### src/obcBusPkg.sv
`default_nettype none

package obcBusPkg;

    // Full 24-bit CPU bus address
    typedef logic [23:0] obcCpuAddrT;

    // Window view of the low 13 address bits
    typedef struct packed {
        logic [9:0] tag;         // Window test
        logic [2:0] sel;         // Slot inside 7FF0-7FF7
    } obcWindowT;

    // Low CPU address, seen either as a direct RAM address or as a window slot
    typedef union packed {
        logic [12:0] sramAddr;   // Plain view
        obcWindowT   window;     // Window view
    } obcAddrU;

    localparam logic [11:0] RegPage   = 12'h7FF;         // CA[15:4] of the register page
    localparam logic [9:0]  WindowTag = 10'b1111111110;  // 7FF0-7FF7 in the 13-bit view

    localparam logic [2:0]  SelBits   = 3'd4;            // 7FF4 packed field
    localparam logic [2:0]  SelBase   = 3'd5;            // 7FF5 BASE
    localparam logic [2:0]  SelIndex  = 3'd6;            // 7FF6 INDEX

endpackage

`default_nettype wire

### src/obcMapPkg.sv
`default_nettype none

package obcMapPkg;

    // What a single bus access turns into
    typedef enum logic [2:0] {
        kindPlain,      // Direct RAM access
        kindAttrByte,   // 7FF0-7FF3, record byte
        kindAttrBits,   // 7FF4, packed 2-bit field
        kindRegBase,    // 7FF5
        kindRegIndex    // 7FF6
    } obcKindE;

    // Attribute table layout inside the 8 KB RAM
    // {TableTop, ~BASE, area, offset}
    localparam logic [1:0] TableTop = 2'b11;
    localparam logic       ByteArea = 1'b0;   // 512-byte record area
    localparam logic       BitsArea = 1'b1;   // 32-byte packed area

    localparam int SramWords = 8192;          // RAM depth

endpackage

`default_nettype wire

### src/obcAccessIf.sv
`timescale 1ns/1ps
`default_nettype none

interface obcAccessIf;
    import obcBusPkg::*;
    import obcMapPkg::*;

    obcKindE    kind;         // Classified access
    obcAddrU    addr;         // Low CPU address
    logic [7:0] data;         // Write data from the bus
    logic       wrPulse;      // Bus write taking effect
    logic       regWrPulse;   // Write on the register page with enable

    modport decoder (
        output kind,
        output addr,
        output data,
        output wrPulse,
        output regWrPulse
    );

    // Register loads need the bus data as well
    modport execute (
        input kind,
        input addr,
        input data,
        input regWrPulse
    );

    modport result (
        input kind,
        input data,
        input wrPulse
    );

endinterface

`default_nettype wire

### src/obcExecute.sv
`timescale 1ns/1ps
`default_nettype none

module obcExecute (
    input  logic         CLK,
    input  logic         RST_N,
    obcAccessIf.execute  acc,
    output logic [12:0]  sramAddr,
    output logic [1:0]   bitPos
);
    import obcMapPkg::*;

    logic       base;    // Table select, 0 picks the upper table
    logic [6:0] index;   // Object number

    always_ff @(posedge CLK) begin
        if (!RST_N) begin
            base  <= 1'b0;
            index <= 7'd0;
        end else if (acc.regWrPulse) begin
            case (acc.kind)
                kindRegBase: begin
                    base <= acc.data[0];
                end
                kindRegIndex: begin
                    index <= acc.data[6:0];
                end
                default: begin
                end
            endcase
        end
    end

    // Remap window accesses into the selected table
    always_comb begin
        case (acc.kind)
            kindAttrByte: begin
                sramAddr = {TableTop, ~base, ByteArea, index,
                            acc.addr.window.sel[1:0]};
            end
            kindAttrBits: begin
                sramAddr = {TableTop, ~base, BitsArea, 4'b0000, index[6:2]};  // Four objects per byte
            end
            default: begin
                sramAddr = acc.addr.sramAddr;
            end
        endcase
    end

    assign bitPos = index[1:0];   // Pair inside the packed byte

endmodule

`default_nettype wire

### src/flat_wrapper.sv
// flat-port wrapper written by rule: the top's interface ports become plain ports
module obcExecute_flat import obcMapPkg::*;
  (CLK, RST_N, sramAddr, bitPos, acc_kind, acc_addr, acc_data, acc_regWrPulse);
  obcAccessIf acc_i ();
  input  logic CLK;
  input  logic RST_N;
  output logic [12:0] sramAddr;
  output logic [1:0] bitPos;
  input wire logic [$bits(acc_i.kind)-1:0] acc_kind;
  input wire logic [$bits(acc_i.addr)-1:0] acc_addr;
  input wire logic [$bits(acc_i.data)-1:0] acc_data;
  input wire logic [$bits(acc_i.regWrPulse)-1:0] acc_regWrPulse;
  assign acc_i.kind = acc_kind;
  assign acc_i.addr = acc_addr;
  assign acc_i.data = acc_data;
  assign acc_i.regWrPulse = acc_regWrPulse;
  obcExecute u_core (.CLK(CLK), .RST_N(RST_N), .acc(acc_i), .sramAddr(sramAddr), .bitPos(bitPos));
endmodule
### config.mk
export PLATFORM = sky130hd
export DESIGN_NAME = obcExecute_flat
export DESIGN_NICKNAME = d
export VERILOG_FILES = /design/src/obcBusPkg.sv /design/src/obcMapPkg.sv /design/src/obcAccessIf.sv /design/src/obcExecute.sv /design/src/flat_wrapper.sv
export SDC_FILE = /design/constraint.sdc
export NUM_CORES = 1
export LEC_CHECK = 0
export BUFFER_PORTS_ARGS = -buffer_cell sky130_fd_sc_hd__buf_4
export CORE_MARGIN = 2
export CORE_UTILIZATION = 41
export DETAILED_ROUTE_END_ITERATION = 8
export GPL_TIMING_DRIVEN = 1
export PLACE_DENSITY = 0.78
export SLEW_MARGIN = 40
export SYNTH_ARGS = -nofsm -noshare
export SYNTH_HDL_FRONTEND = slang
export SYNTH_SLANG_ARGS = --single-unit
### constraint.sdc
create_clock -name CLK -period 2.48 [get_ports CLK]
set_input_delay 0 -clock CLK [delete_from_list [all_inputs] [get_ports CLK]]
set_output_delay 0 -clock CLK [all_outputs]
set_load 0.1 [all_outputs]
==> flow_metrics.env <==
export IMPL_status="finished clean"
export IMPL_finalSetupViolCount=0
export IMPL_synth_top_flop_cell="sky130_fd_sc_hd__dfxtp_1"
export IMPL_io_pins=42
export IMPL_power_mw=0.491
export IMPL_clock_power_share=0.192
export IMPL_setup_tns_ps=0
export IMPL_power_share_combinational=0.535
export IMPL_clk_path_buf_depth=2
export IMPL_die_height_microns=43.7
export IMPL_worstPathRequired_ps=2480
export IMPL_maxSlewViolCount=0
export IMPL_clock_latency_late_sink_ps=240
export IMPL_vias_in_the_first_global_route=573
export IMPL_initialDrtViolationCount=12
export IMPL_grt_start_max_net_pins=19
export IMPL_synth_top_area_frac=0.248
export IMPL_syn_area_sq_um=647
export IMPL_cts_buffers_inserted=3
export IMPL_synth_enable_flop_cells=0
export IMPL_yosys_cell_count_top_type="sky130_fd_sc_hd__nor2b_1"
export IMPL_power_sequential_fraction=0.273
export IMPL_via_count=691
export IMPL_clock_fmax_ghz=0.747
export IMPL_cts_repair_resize_count=0
export IMPL_port_buffers=40
export IMPL_timing_critical_path_arrival_ps=1340
export IMPL_critical_path_max_stage_delay_ps=370
export IMPL_initial_antenna_violation_count=0
export IMPL_drt_antenna_violating_nets=0
export IMPL_dp_hpwl_mm=1.28
export IMPL_power_density_mw_per_mm2=520
export IMPL_dp_cells=130
export IMPL_synth_seq_cells=8
export IMPL_cp_cell_sequence="nor3_1 > o21ai_0 > o311a_1 > buf_4"
export IMPL_finClkSkew_ps=0
export IMPL_clkSinkCount=8
export IMPL_cp_end_kind="output port"
export IMPL_grt_setup_unrepaired="false"
export IMPL_place_congestion=0.732
export IMPL_power_ir_vdd_worst_uv=331
export IMPL_maxSlewHeadroom=0.805
export IMPL_path_clk_slew_ps=50
export IMPL_detailedRoute_firstPassIterationCount=4
export IMPL_post_route_cells_drive_above_1_share=0.419
export IMPL_max_cap_violations=0
export IMPL_antenna_diode_count=0
export IMPL_route_detailed_drc=0
export IMPL_detail_route_vias_per_cell=5.20
export IMPL_average_wire_length_per_cell_after_detail_routing_microns=11.8
export IMPL_final_critical_path_setup_slack_ps=1140
export IMPL_routed_wl_mm=1.57
export IMPL_floorplan_rows=14
export IMPL_grt_first_pass_wirelength_mm=2.37
export IMPL_p_switching_mw=0.228
export IMPL_max_slew_worst_pin_slew_ps=291
export IMPL_hold_violations=0
export IMPL_syn_instance_count=82
export IMPL_dp_slack_ps=1410
export IMPL_critPathSlowestCell="sky130_fd_sc_hd__dfxtp_1"
export IMPL_count_of_placed_standard_cells_in_the_final_layout_fillers_left_out=133
export IMPL_final_period_utilization=0.540
export IMPL_cts_htree_levels=1
export IMPL_floorplan_initialDensity=0.434
export IMPL_groute_usage_overall=0.162
export IMPL_synth_top_area_cell="sky130_fd_sc_hd__dfxtp_1"
export IMPL_cts_root_buffer="sky130_fd_sc_hd__clkbuf_4"
export IMPL_layout_nets=146
export IMPL_fp_dieW_microns=43.7
export IMPL_criticalPathCategory="register to output port"
export IMPL_number_of_setup_buffers_added_after_cts=0
export IMPL_tritoncts="built"
export IMPL_period_needed_ps=1340
export IMPL_ys_seq_area_frac=0.248
export IMPL_worst_setup_path_start_kind="register"
export IMPL_switching_share=0.465
export IMPL_yosys_cell_types_count=22
export IMPL_synth_nets=109
export IMPL_layout_area_overhead_vs_synth_pct=46.0
export IMPL_p_leak_nw=0.418
export IMPL_globalRoute_totalOverflow=0
export IMPL_cellInternalPower_mw=0.263
export IMPL_synthesis_area_per_instance_sq_um=7.89
export IMPL_ys_warn_count=0
export IMPL_synth_top_cells_by_count="16 x sky130_fd_sc_hd__nor2b_1, 9 x sky130_fd_sc_hd__o21ai_0, 8 x sky130_fd_sc_hd__dfxtp_1, 8 x sky130_fd_sc_hd__mux2i_1, 7 x sky130_fd_sc_hd__nand2_1"
export IMPL_worst_hold_path_type="input port to register"
export IMPL_netlist_top_cells_area="sky130_fd_sc_hd__dfxtp_1 25%, sky130_fd_sc_hd__nor2b_1 15%, sky130_fd_sc_hd__mux2i_1 12%"
export IMPL_core_area_sq_mm=0.00149
export IMPL_die_outline_area_sq_mm=0.00191
export IMPL_postSynth_asyncResetShare=0
export IMPL_cts_hold_repair_buffers=0
export IMPL_crit_fanout=3
[layer usage]
layer | track usage | wire, microns | up-vias
li1 | - | - | 358
met3 | 0.0125 | 124 | 0
met4 | 0.0545 | 0 | 0
met5 | 0 | 0 | -
met2 | 0.276 | 779 | 24
met1 | 0.213 | 662 | 309
[power groups by stage]
stage / clock network [mW] / logic [mW] / registers (mW)
after floorplan: 0 / 0.201 / 0.136
after global placement: 0 / 0.261 / 0.137
after detailed placement: 0 / 0.263 / 0.137
after CTS: 0.0974 / 0.264 / 0.134
after global routing: 0.101 / 0.274 / 0.134
final: 0.0942 / 0.263 / 0.134
[metrics by stage]
step | hold slack [ps] | utilization | area [sq um]
global placement | 255 | 0.619 | 922
detailed placement | 267 | 0.619 | 922
finish | 10.8 | 0.634 | 945
global route | 30.9 | 0.634 | 945
CTS | 7.50 | 0.634 | 945
floorplan | 128 | - | 652
[final timing paths]
| kind | from | end | slack (ps) | cells after the start |
|---|---|---|---|---|
| worst max-delay path | u_core.index[6] | sramAddr[4] | 1140 | 4 |
| worst min-delay path | acc_data[6] | u_core.index[6] | 10 | 3 |
| worst max register to register | u_core.index[3] | u_core.index[3] | 1850 | 2 |
| worst min register to register | u_core.index[5] | u_core.index[5] | 550 | 2 |
[cells by family after synthesis]
family / synth area share
simple gates: 0.298
compound gates: 0.205
mux: 0.159
flops: 0.248
buf+inv: 0.0774
xor+xnor: 0.0135
[flip-flops by register name, indices dropped and copies added, names as in the netlist]
signal,flops
u_core.index,7
u_core.base,1
[critical path: cells and delay by family, from the launching register on]
kind | cells | cell delay [ps]
buffers and inverters | 1 | 290
AND/OR/NAND/NOR | 1 | 70
flip-flops | 1 | 370
AO/OA/AOI/OAI | 2 | 360
[cells in the final DEF (no fill, tap or decap)]
cell type	netlist	final
sky130_fd_sc_hd__clkbuf_4	0	3
sky130_fd_sc_hd__nor2b_1	16	16
sky130_fd_sc_hd__dfxtp_1	8	8
sky130_fd_sc_hd__mux2i_1	8	8
sky130_fd_sc_hd__o311a_1	3	3
sky130_fd_sc_hd__o21ai_1	0	4
sky130_fd_sc_hd__a21o_1	1	1
sky130_fd_sc_hd__nand2_1	7	7
sky130_fd_sc_hd__o21bai_1	3	3
sky130_fd_sc_hd__and4bb_2	1	1
sky130_fd_sc_hd__nor3_1	3	3
sky130_fd_sc_hd__o21ai_0	9	5
sky130_fd_sc_hd__buf_4	2	40
sky130_fd_sc_hd__mux2_2	2	2
sky130_fd_sc_hd__nand4b_1	1	1
sky130_fd_sc_hd__or2_2	2	2
sky130_fd_sc_hd__xnor2_1	1	1
sky130_fd_sc_hd__nand2b_1	1	1
sky130_fd_sc_hd__a21oi_1	4	4
sky130_fd_sc_hd__o31ai_2	0	1
sky130_fd_sc_hd__nor2_1	3	3
[final cells by class]
class	count	area [sq um]
Multi-Input combinational cell	66	442
Sequential cell	8	160
Fill cell	143	544
Clock buffer	3	22.5
Tap cell	16	20.0
Timing Repair Buffer	40	300
No activity file was read; power rests on OpenSTA's default activity.
