==> src/obcBusPkg.sv <==
`default_nettype none

package obcBusPkg;

    // Full 24-bit CPU bus address
    typedef logic [23:0] obcCpuAddrT;

    // Window view of the low 13 address bits
    typedef struct packed {
        logic [9:0] tag;         // Window test
        logic [2:0] sel;         // Slot inside 7FF0-7FF7
    } obcWindowT;

    // Low CPU address, seen either as a direct RAM address or as a window slot
    typedef union packed {
        logic [12:0] sramAddr;   // Plain view
        obcWindowT   window;     // Window view
    } obcAddrU;

    localparam logic [11:0] RegPage   = 12'h7FF;         // CA[15:4] of the register page
    localparam logic [9:0]  WindowTag = 10'b1111111110;  // 7FF0-7FF7 in the 13-bit view

    localparam logic [2:0]  SelBits   = 3'd4;            // 7FF4 packed field
    localparam logic [2:0]  SelBase   = 3'd5;            // 7FF5 BASE
    localparam logic [2:0]  SelIndex  = 3'd6;            // 7FF6 INDEX

endpackage

`default_nettype wire

==> src/obcMapPkg.sv <==
`default_nettype none

package obcMapPkg;

    // What a single bus access turns into
    typedef enum logic [2:0] {
        kindPlain,      // Direct RAM access
        kindAttrByte,   // 7FF0-7FF3, record byte
        kindAttrBits,   // 7FF4, packed 2-bit field
        kindRegBase,    // 7FF5
        kindRegIndex    // 7FF6
    } obcKindE;

    // Attribute table layout inside the 8 KB RAM
    // {TableTop, ~BASE, area, offset}
    localparam logic [1:0] TableTop = 2'b11;
    localparam logic       ByteArea = 1'b0;   // 512-byte record area
    localparam logic       BitsArea = 1'b1;   // 32-byte packed area

    localparam int SramWords = 8192;          // RAM depth

endpackage

`default_nettype wire

==> src/obcAccessIf.sv <==
`timescale 1ns/1ps
`default_nettype none

interface obcAccessIf;
    import obcBusPkg::*;
    import obcMapPkg::*;

    obcKindE    kind;         // Classified access
    obcAddrU    addr;         // Low CPU address
    logic [7:0] data;         // Write data from the bus
    logic       wrPulse;      // Bus write taking effect
    logic       regWrPulse;   // Write on the register page with enable

    modport decoder (
        output kind,
        output addr,
        output data,
        output wrPulse,
        output regWrPulse
    );

    // Register loads need the bus data as well
    modport execute (
        input kind,
        input addr,
        input data,
        input regWrPulse
    );

    modport result (
        input kind,
        input data,
        input wrPulse
    );

endinterface

`default_nettype wire

==> src/obcDecode.sv <==
`timescale 1ns/1ps
`default_nettype none

module obcDecode (
    input  obcBusPkg::obcCpuAddrT ca,
    input  logic [7:0]            di,
    input  logic                  cpuWrN,
    input  logic                  cs,
    input  logic                  sysclkfCe,
    input  logic                  enable,
    obcAccessIf.decoder           acc
);
    import obcBusPkg::*;
    import obcMapPkg::*;

    obcAddrU lowAddr;
    logic    inWindow;
    logic    onRegPage;
    logic    wrPulse;
    obcKindE kind;

    assign lowAddr   = ca[12:0];
    assign inWindow  = (lowAddr.window.tag == WindowTag);   // Any mirror of 7FF0-7FF7
    assign onRegPage = (ca[15:4] == RegPage);

    always_comb begin
        kind = kindPlain;
        if (inWindow) begin
            case (lowAddr.window.sel)
                3'd0, 3'd1, 3'd2, 3'd3: begin
                    kind = kindAttrByte;
                end
                SelBits: begin
                    kind = kindAttrBits;
                end
                SelBase: begin
                    if (onRegPage) begin
                        kind = kindRegBase;
                    end
                end
                SelIndex: begin
                    if (onRegPage) begin
                        kind = kindRegIndex;
                    end
                end
                default: begin
                    kind = kindPlain;
                end
            endcase
        end
    end

    assign wrPulse = cs && !cpuWrN && sysclkfCe;

    assign acc.kind       = kind;
    assign acc.addr       = lowAddr;
    assign acc.data       = di;
    assign acc.wrPulse    = wrPulse;
    assign acc.regWrPulse = wrPulse && enable && onRegPage;  // RAM writes ignore enable

endmodule

`default_nettype wire

==> src/flat_wrapper.sv <==
// flat-port wrapper written by rule: the top's interface ports become plain ports
module obcDecode_flat import obcBusPkg::*; import obcMapPkg::*;
  (ca, di, cpuWrN, cs, sysclkfCe, enable, acc_kind, acc_addr, acc_data, acc_wrPulse, acc_regWrPulse);
  obcAccessIf acc_i ();
  input  obcBusPkg::obcCpuAddrT ca;
  input  logic [7:0] di;
  input  logic cpuWrN;
  input  logic cs;
  input  logic sysclkfCe;
  input  logic enable;
  output wire logic [$bits(acc_i.kind)-1:0] acc_kind;
  output wire logic [$bits(acc_i.addr)-1:0] acc_addr;
  output wire logic [$bits(acc_i.data)-1:0] acc_data;
  output wire logic [$bits(acc_i.wrPulse)-1:0] acc_wrPulse;
  output wire logic [$bits(acc_i.regWrPulse)-1:0] acc_regWrPulse;
  assign acc_kind = acc_i.kind;
  assign acc_addr = acc_i.addr;
  assign acc_data = acc_i.data;
  assign acc_wrPulse = acc_i.wrPulse;
  assign acc_regWrPulse = acc_i.regWrPulse;
  obcDecode u_core (.ca(ca), .di(di), .cpuWrN(cpuWrN), .cs(cs), .sysclkfCe(sysclkfCe), .enable(enable), .acc(acc_i));
endmodule
==> config.mk <==
export PLATFORM = sky130hd
export DESIGN_NAME = obcDecode_flat
export DESIGN_NICKNAME = d
export VERILOG_FILES = /design/src/obcBusPkg.sv /design/src/obcMapPkg.sv /design/src/obcAccessIf.sv /design/src/obcDecode.sv /design/src/flat_wrapper.sv
export SDC_FILE = /design/constraint.sdc
export NUM_CORES = 1
export LEC_CHECK = 0
export BUFFER_PORTS_ARGS = -buffer_cell sky130_fd_sc_hd__buf_4
export CELL_PAD_IN_SITES_DETAIL_PLACEMENT = 1
export CELL_PAD_IN_SITES_GLOBAL_PLACEMENT = 1
export CORE_UTILIZATION = 13
export DETAILED_ROUTE_END_ITERATION = 10
export PLACE_DENSITY_LB_ADDON = 0.08
export SETUP_SLACK_MARGIN = 0.2
export SLEW_MARGIN = 0
export SYNTH_ARGS = -nofsm -noshare
export SYNTH_HDL_FRONTEND = slang
export SYNTH_SLANG_ARGS = --single-unit
export TNS_END_PERCENT = 30
==> constraint.sdc <==
create_clock -name vclk -period 0.9
set_input_delay 0.045 -clock vclk [all_inputs]
set_output_delay 0.045 -clock vclk [all_outputs]
set_load 0.005 [all_outputs]
==> results of run 1 <==
cell type report:
cell class,count,area (um^2),share of cell area
multi-input combinational,16,119,0.256
tap,27,33.8,0.0728
timing repair buffer,40,312,0.671
metrics by stage:
step	worst slack, ns	utilization
floorplan	0.219	-
global placement	-0.0792	0.223
detailed placement	-0.0544	0.223
CTS	-0.0226	0.237
global route	-0.0978	0.237
finish	0.00816	0.237
timing repair:
action	in CTS	in global routing
pin swaps	6	1
setup buffers	1	0
endpoints found under the setup margin	4	4
resized for setup	5	1
routing by layer:
layer,share of wire,vias to the layer above,GRT usage
met5,0,-,0
met4,0.037,0,0.0286
met3,0.15,8,0.0113
met2,0.42,26,0.126
met1,0.39,130,0.0742
li1,-,149,-
how the worst max path moves through the flow:
stage,start,end,cells after the start
2_1_floorplan,ca[7],acc_kind[2],3
3_3_place_gp,ca[7],acc_kind[2],5
3_5_place_dp,ca[7],acc_kind[2],5
4_1_cts,ca[8],acc_kind[2],5
5_1_grt,ca[8],acc_kind[2],5
6_report,ca[8],acc_kind[2],5
cell families (layout without fill, tap and decap cells):
logic type             Yosys count  count (layout)  share of synthesized area
buffers and inverters           21              40                      0.586
AOI/OAI and AO/OA                2               2                     0.0372
and+or+nand+nor                 14              14                      0.377
cell usage in the layout (no fill, tap or decap):
| master | n |
|---|---|
| buf_6 | 3 |
| and2_2 | 1 |
| nand2b_1 | 1 |
| nor4_2 | 1 |
| nand4_1 | 2 |
| and4b_1 | 3 |
| nand4b_1 | 1 |
| o21ai_1 | 1 |
| nor2_1 | 1 |
| and4_1 | 1 |
| nand2_1 | 2 |
| a21oi_1 | 1 |
| nor2_4 | 1 |
| buf_4 | 37 |
power by group through the flow:
stage | logic, W | registers, W | clock network (W)
5_1_grt | 0.000172 | 0 | 0
4_1_cts | 0.000157 | 0 | 0
6_report | 0.000154 | 0 | 0
2_1_floorplan | 0.0000892 | 0 | 0
3_3_place_gp | 0.000150 | 0 | 0
3_5_place_dp | 0.000149 | 0 | 0
==> run_results.csv, run 1 <==
group,metric,value,unit
setup_path,worstSetupPathType,"primary input to output pin",
cells_and_area,seq_cells,0,
cells_and_area,num_antenna_cells,0,
setup_path,start_kind,"primary input",
setup_path,cp.arrival,0.85,ns
die,die_h,47.5,um
setup_path,path_buf_inv,2,
cells_and_area,fillCellCount,260,
power_and_ir_drop,pwr-share-clk,0,
grt,grt_first_pass_wirelength,1160,um
die,start_util,0.137,
timing,rsz0062_at_grt,"true",
logic_synthesis,yosysSeqAreaShare,0,
logic_synthesis,synth_top_area_frac,0.586,
die,rows,16,
setup_path,crit_family,"simple AND/OR/NAND/NOR gates",
setup_path,crit_required,0.85,ns
cells_and_area,num-clock-buffers,0,
power_and_ir_drop,peakVddDrop,0.0878,mV
cells_and_area,final_nets,94,
timing,tightest_slew,0.231,ns
power_and_ir_drop,power_switching,0.0000477,W
cells_and_area,final_area,464,um^2
logic_synthesis,synthDistinctLibCells,12,
logic_synthesis,syn_avg_cell_area,7.27,um^2
logic_synthesis,netlist.top_cell.by_area,"buf_4",
min_path,holdPathStages,0,
timing,fin_tns_setup,0,ns
power_and_ir_drop,p_sw_frac,0.309,
logic_synthesis,synthTopCellsByCount,"21 x buf_4, 3 x and4b_1, 2 x nand2_1, 2 x nand4_1, 2 x nor2_1",
setup_path,critical_path_peak_fanout,2,
setup_path,endpoint_kind,"output pin",
routing,vias,313,
timing,drv_slew,0,
logic_synthesis,syn-num-nets,73,
die,dieArea,0.00226,mm^2
routing,wire_per_inst,9.55,um
grt,overflow,0,
power_and_ir_drop,leakage,0.238,nW
cells_and_area,layout.cells.non_filler,83,
cells_and_area,layout-drive-gt1-share,0.768,
logic_synthesis,postSynthCellCount,37,
placement,io_buffers,38,
die,core,0.00196,mm^2
timing,post-route-period-util,0.991,
cells_and_area,regArea,0,um^2
routing,drtIter0Drc,0,
timing,min_period,0.892,ns
logic_synthesis,synth_area_leaders,"buf_4 59%, and4b_1 11%, nand4_1 4.7%",
timing,relSlewSlack,0.845,
setup_path,worstPathCellList,"buf_6 -> nand4_1 -> nor4_2 -> and4b_1 -> buf_4",
power_and_ir_drop,p_int,0.000107,W
logic_synthesis,yosysWarnings,0,
timing,max_clock_freq,1.12,GHz
timing,holdWs,0.0900,ns
logic_synthesis,netlist_area,269,um^2
placement,placed_area,438,um^2
power_and_ir_drop,p_seq_frac,0,
power_and_ir_drop,p_per_area,333,mW/mm^2
flow_run,drv_cap,0,
cells_and_area,area_growth,72.6,%
setup_path,cp_slowest_cell,"nor4_2",
die,io_pins,62,
routing,viasPerCell,3.77,
grt,antenna_found_initial,0,
power_and_ir_drop,power,0.000154,W
placement,placed_cells,82,
min_path,hold_start,"di[7]",
die,die_w,47.5,um
timing,finalHoldViolCount,0,
routing,first_pass_iters,1,
grt,grt_usage,0.0674,
setup_path,critPathMaxStageDelay,0.26,ns
routing,totalWireLength,793,um
power_and_ir_drop,power_frac_comb,1.000,
min_path,hp-class,"primary input to output pin",
grt,grt_pass1_vias,276,
timing,setup_violations,0,
grt,grt_max_degree,6,
placement,gp_congestion,0.567,
cts,cts_hold_buf,0,
min_path,holdPathEnd,"acc_data[7]",
routing,drc,0,
status,status,"finished, final reports clean",
logic_synthesis,synth.most_common_cell,"buf_4",
routing,ant_nets,0,
No activity file was read; power rests on OpenSTA's default activity.
==> run 2: changes to the inputs <==
--- a/config.mk
+++ b/config.mk
@@ -5,10 +5,11 @@
 export SDC_FILE = /design/constraint.sdc
 export NUM_CORES = 1
 export LEC_CHECK = 0
+export ABC_AREA = 1
 export BUFFER_PORTS_ARGS = -buffer_cell sky130_fd_sc_hd__buf_4
 export CELL_PAD_IN_SITES_DETAIL_PLACEMENT = 1
 export CELL_PAD_IN_SITES_GLOBAL_PLACEMENT = 1
-export CORE_UTILIZATION = 13
+export CORE_UTILIZATION = 14
 export DETAILED_ROUTE_END_ITERATION = 10
 export PLACE_DENSITY_LB_ADDON = 0.08
 export SETUP_SLACK_MARGIN = 0.2
==> run_results.csv, run 2 <==
group,metric,value,unit
status,status,"finished, final reports clean",
setup_path,cp.arrival,0.75,ns
grt,overflow,0,
timing,fin_tns_setup,0,ns
placement,placed_area,449,um^2
cts,cts_hold_buf,0,
routing,ant_nets,0,
cells_and_area,regArea,0,um^2
cells_and_area,layout-drive-gt1-share,0.821,
power_and_ir_drop,p_int,0.000133,W
cells_and_area,final_area,581,um^2
die,die_h,47.3,um
logic_synthesis,netlist.top_cell.by_area,"buf_4",
routing,vias,345,
setup_path,path_buf_inv,3,
logic_synthesis,synth_xor_area_frac,0,
setup_path,cp_slowest_cell,"a21oi_2",
timing,min_period,0.795,ns
cells_and_area,fin_util,0.299,
die,core,0.00194,mm^2
die,dieArea,0.00224,mm^2
power_and_ir_drop,peakVddDrop,0.122,mV
placement,dpl.hpwl,799,um
logic_synthesis,synth_top_area_frac,0.548,
cells_and_area,area_growth,102,%
setup_path,crit_family,"buffers and inverters",
routing,drc,0,
cells_and_area,final_cell_mix,"30 x buf_4, 6 x buf_6",
logic_synthesis,synthDistinctLibCells,9,
timing,tightest_slew,0.149,ns
cells_and_area,num-clock-buffers,0,
die,die_w,47.3,um
die,io_pins,62,
logic_synthesis,synthSimpleGateAreaFrac,0.396,
routing,viasPerCell,3.67,
grt,grt_usage,0.0739,
timing,drv_slew,0,
grt,antenna_found_initial,0,
logic_synthesis,yosysSeqAreaShare,0,
routing,wire_per_inst,9.52,um
logic_synthesis,synth.most_common_cell,"buf_4",
routing,first_pass_iters,2,
power_and_ir_drop,power,0.000207,W
die,start_util,0.148,
cells_and_area,num_antenna_cells,0,
logic_synthesis,netlist_area,288,um^2
power_and_ir_drop,power_switching,0.0000745,W
setup_path,worstPathCellList,"buf_8 -> nand2_4 -> nor2_4 -> buf_6 -> nand4_1 -> a21oi_2 -> buf_4",
timing,post-route-period-util,0.883,
logic_synthesis,synthTopCellsByCount,"21 x buf_4, 9 x nand2_1, 5 x nor2_1, 3 x inv_1, 3 x nor2_2",
timing,max_clock_freq,1.26,GHz
setup_path,start_kind,"primary input",
power_and_ir_drop,pwr-share-clk,0,
grt,grt_pass1_vias,316,
setup_path,crit_required,0.85,ns
grt,grt_max_degree,5,
setup_path,endpoint_kind,"output pin",
placement,io_buffers,38,
timing,setup_violations,0,
logic_synthesis,synth_area_leaders,"buf_4 55%, nand2_1 12%, nor3_2 7.0%",
routing,totalWireLength,895,um
setup_path,worstSetupPathType,"primary input to output pin",
die,rows,16,
logic_synthesis,synthMuxAreaShare,0,
cells_and_area,seq_cells,0,
setup_path,critPathMaxStageDelay,0.15,ns
timing,relSlewSlack,0.900,
logic_synthesis,synth-compound-area-share,0.0174,
grt,grt_first_pass_wirelength,1270,um
cells_and_area,layout.cells.most_common,"buf_4",
min_path,hp-class,"primary input to output pin",
logic_synthesis,syn_avg_cell_area,6.00,um^2
power_and_ir_drop,power_frac_comb,1.000,
setup_path,critical_path_peak_fanout,3,
cells_and_area,final_nets,105,
logic_synthesis,synthAdderAreaFrac,0,
logic_synthesis,postSynthCellCount,48,
timing,finalHoldViolCount,0,
logic_synthesis,synth_top_family_by_area,"buffers and inverters",
power_and_ir_drop,leakage,0.283,nW
power_and_ir_drop,p_sw_frac,0.359,
routing,drtIter0Drc,2,
power_and_ir_drop,p_seq_frac,0,
power_and_ir_drop,p_per_area,357,mW/mm^2
placement,gp_congestion,0.589,
timing,rsz0062_at_grt,"true",
logic_synthesis,syn-num-nets,84,
flow_run,drv_cap,0,
logic_synthesis,yosysWarnings,0,
-- run 2: layer usage --
metal	track usage	vias to the layer above	share of wire
li1	-	167	-
met1	0.0742	154	0.25
met2	0.153	22	0.61
met3	0.0192	2	0.13
met4	0.00571	0	0.0056
met5	0	-	0
-- run 2: per-stage QoR --
step,hold WS [ns],std cells,worst slack (ns)
floorplan,0.114,48,0.308
global placement,0.0901,92,0.0196
detailed placement,0.0901,92,0.0307
CTS,0.0901,94,0.0738
global route,0.0900,94,0.0271
finish,0.0900,94,0.105
-- run 2: power by group through the flow --
stage | clock [W] | sequential (W) | combinational [W]
after floorplan | 0 | 0 | 0.0000997
after global placement | 0 | 0 | 0.000155
after detailed placement | 0 | 0 | 0.000156
after CTS | 0 | 0 | 0.000195
after global routing | 0 | 0 | 0.000226
final | 0 | 0 | 0.000207
-- run 2: what timing repair did --
item                       4_1_cts  5_1_grt
pin swaps                        8        9
setup endpoints to repair        4        4
setup buffers                    2        0
gates resized for setup         21       11
-- run 2: area by class of cell --
cell class | instances | area (um^2)
fill | 251 | 1360
inverter | 3 | 11.3
multi-input combinational | 24 | 183
tap | 27 | 33.8
timing repair buffer | 40 | 353
-- run 2: final timing paths --
check / startpoint / end / slack, ns / depth (start not counted)
worst max-delay path: ca[8] / acc_kind[0] / 0.10 / 7
worst min-delay path: di[5] / acc_data[5] / 0.09 / 0
-- run 2: logic make-up after synthesis --
family,after synthesis
buf+inv,24
simple gates,23
compound gates,1
==> run 3: changes to the inputs <==
--- a/config.mk
+++ b/config.mk
@@ -11,7 +11,7 @@
 export CELL_PAD_IN_SITES_GLOBAL_PLACEMENT = 1
 export CORE_UTILIZATION = 14
 export DETAILED_ROUTE_END_ITERATION = 10
-export PLACE_DENSITY_LB_ADDON = 0.08
+export PLACE_DENSITY = 0.93
 export SETUP_SLACK_MARGIN = 0.2
 export SLEW_MARGIN = 0
 export SYNTH_ARGS = -nofsm -noshare
==> run_results.csv, run 3 (synthesis results as in run 2) <==
group,metric,value,unit
cells_and_area,layout.cells.most_common,"buf_4",
flow_run,drv_cap,0,
grt,overflow,0,
status,status,"finished, final reports clean",
timing,setup_violations,0,
routing,viasPerCell,3.70,
setup_path,worstPathCellList,"buf_4 -> nand2_4 -> nor2_4 -> buf_4 -> nand4_1 -> a21oi_2 -> buf_4",
die,die_w,47.3,um
cells_and_area,final_cell_mix,"34 x buf_4, 4 x nand2_1, 4 x nor2_1, 4 x buf_6",
cells_and_area,layout-drive-gt1-share,0.788,
setup_path,worstSetupPathType,"primary input to output pin",
die,rows,16,
placement,dpl.hpwl,828,um
routing,totalWireLength,932,um
placement,pre_cts_ws,0.0155,ns
grt,use_met3,0,
die,die_h,47.3,um
die,core,0.00194,mm^2
timing,fin_ws,0.0548,ns
cells_and_area,regArea,0,um^2
grt,grt.busiest_layer,"met2",
setup_path,cp_common_cell,"buf_4",
timing,fin_tns_setup,0,ns
setup_path,cp.arrival,0.80,ns
timing,tightest_slew,0.144,ns
setup_path,critPathMaxStageDelay,0.15,ns
grt,grt_max_degree,5,
grt,grt_pass1_vias,311,
setup_path,path_buf_inv,3,
cells_and_area,num-clock-buffers,0,
timing,rsz0062_at_grt,"true",
setup_path,crit_family,"buffers and inverters",
timing,max_clock_freq,1.18,GHz
cells_and_area,num_antenna_cells,0,
routing,wire_per_inst,10.0,um
cells_and_area,final_area,533,um^2
min_path,holdPathStages,0,
routing,vias,344,
timing,finalHoldViolCount,0,
power_and_ir_drop,pwr-share-clk,0,
placement,io_buffers,38,
cells_and_area,seq_cells,0,
timing,post-route-period-util,0.939,
timing,holdWs,0.0900,ns
placement,gp_congestion,0.551,
placement,placed_area,449,um^2
grt,grt_util_met1,0.0539,
power_and_ir_drop,leakage,0.265,nW
power_and_ir_drop,p_int,0.000118,W
min_path,hold_start,"di[4]",
timing,relSlewSlack,0.904,
power_and_ir_drop,power_switching,0.0000732,W
cells_and_area,area_growth,85.2,%
die,io_pins,62,
setup_path,critical_path_peak_fanout,3,
routing,drtIter0Drc,4,
min_path,hp-class,"primary input to output pin",
grt,antenna_found_initial,0,
grt,gr-usage-met2,0.189,
setup_path,endpoint_kind,"output pin",
timing,drv_slew,0,
power_and_ir_drop,p_per_area,360,mW/mm^2
setup_path,crit_required,0.85,ns
power_and_ir_drop,p_sw_frac,0.382,
setup_path,cp_slowest_cell,"a21oi_2",
setup_path,start_kind,"primary input",
grt,grt_usage,0.0724,
timing,min_period,0.845,ns
power_and_ir_drop,peakVddDrop,0.0871,mV
grt,grt_first_pass_wirelength,1190,um
cells_and_area,final_nets,104,
routing,drc,0,
min_path,holdPathEnd,"acc_data[4]",
routing,ant_nets,0,
routing,first_pass_iters,2,
die,start_util,0.148,
die,dieArea,0.00224,mm^2
power_and_ir_drop,power_frac_comb,1.000,
cells_and_area,fin_util,0.274,
power_and_ir_drop,p_seq_frac,0,
==> run 3: area by class of cell <==
| cell class | count | area, um^2 |
|---|---|---|
| multi-input combinational | 24 | 173 |
| inverter | 3 | 11.3 |
| fill | 246 | 1410 |
| tap | 27 | 33.8 |
| timing repair buffer | 39 | 315 |
==> run 3: how the worst max path moves through the flow <==
stage            from          end  cells past startpoint
3_3_place_gp    ca[9]  acc_kind[2]                      6
2_1_floorplan   ca[9]  acc_kind[2]                      4
4_1_cts         ca[9]  acc_kind[1]                      6
5_1_grt        ca[10]  acc_kind[0]                      7
3_5_place_dp    ca[9]  acc_kind[2]                      6
6_report       ca[10]  acc_kind[0]                      7
==> run 3: through the flow <==
stage	instances	power [W]
after detailed placement	92	0.000159
after floorplan	48	0.0000997
after global placement	92	0.000152
after global routing	93	0.000208
final	93	0.000192
after CTS	92	0.000168
==> run 3: per-layer routing <==
metal,up-vias,wire (um)
li1,165,-
met3,0,67
met1,161,248
met2,18,616
met4,0,0
met5,-,0
==> run 3: power by group through the flow <==
stage	clock network, W	registers [W]	logic [W]
global route	0	0	0.000208
global placement	0	0	0.000152
detailed placement	0	0	0.000159
CTS	0	0	0.000168
finish	0	0	0.000192
floorplan	0	0	0.0000997
==> run 3: what timing repair did <==
| item | in CTS | in global routing |
|---|---|---|
| hold buffers | 0 | 0 |
| endpoints found under the setup margin | 4 | 4 |
| gates resized for setup | 5 | 15 |
| pin swaps | 3 | 8 |
| buffers inserted | 0 | 1 |
| gates cloned | 0 | 0 |
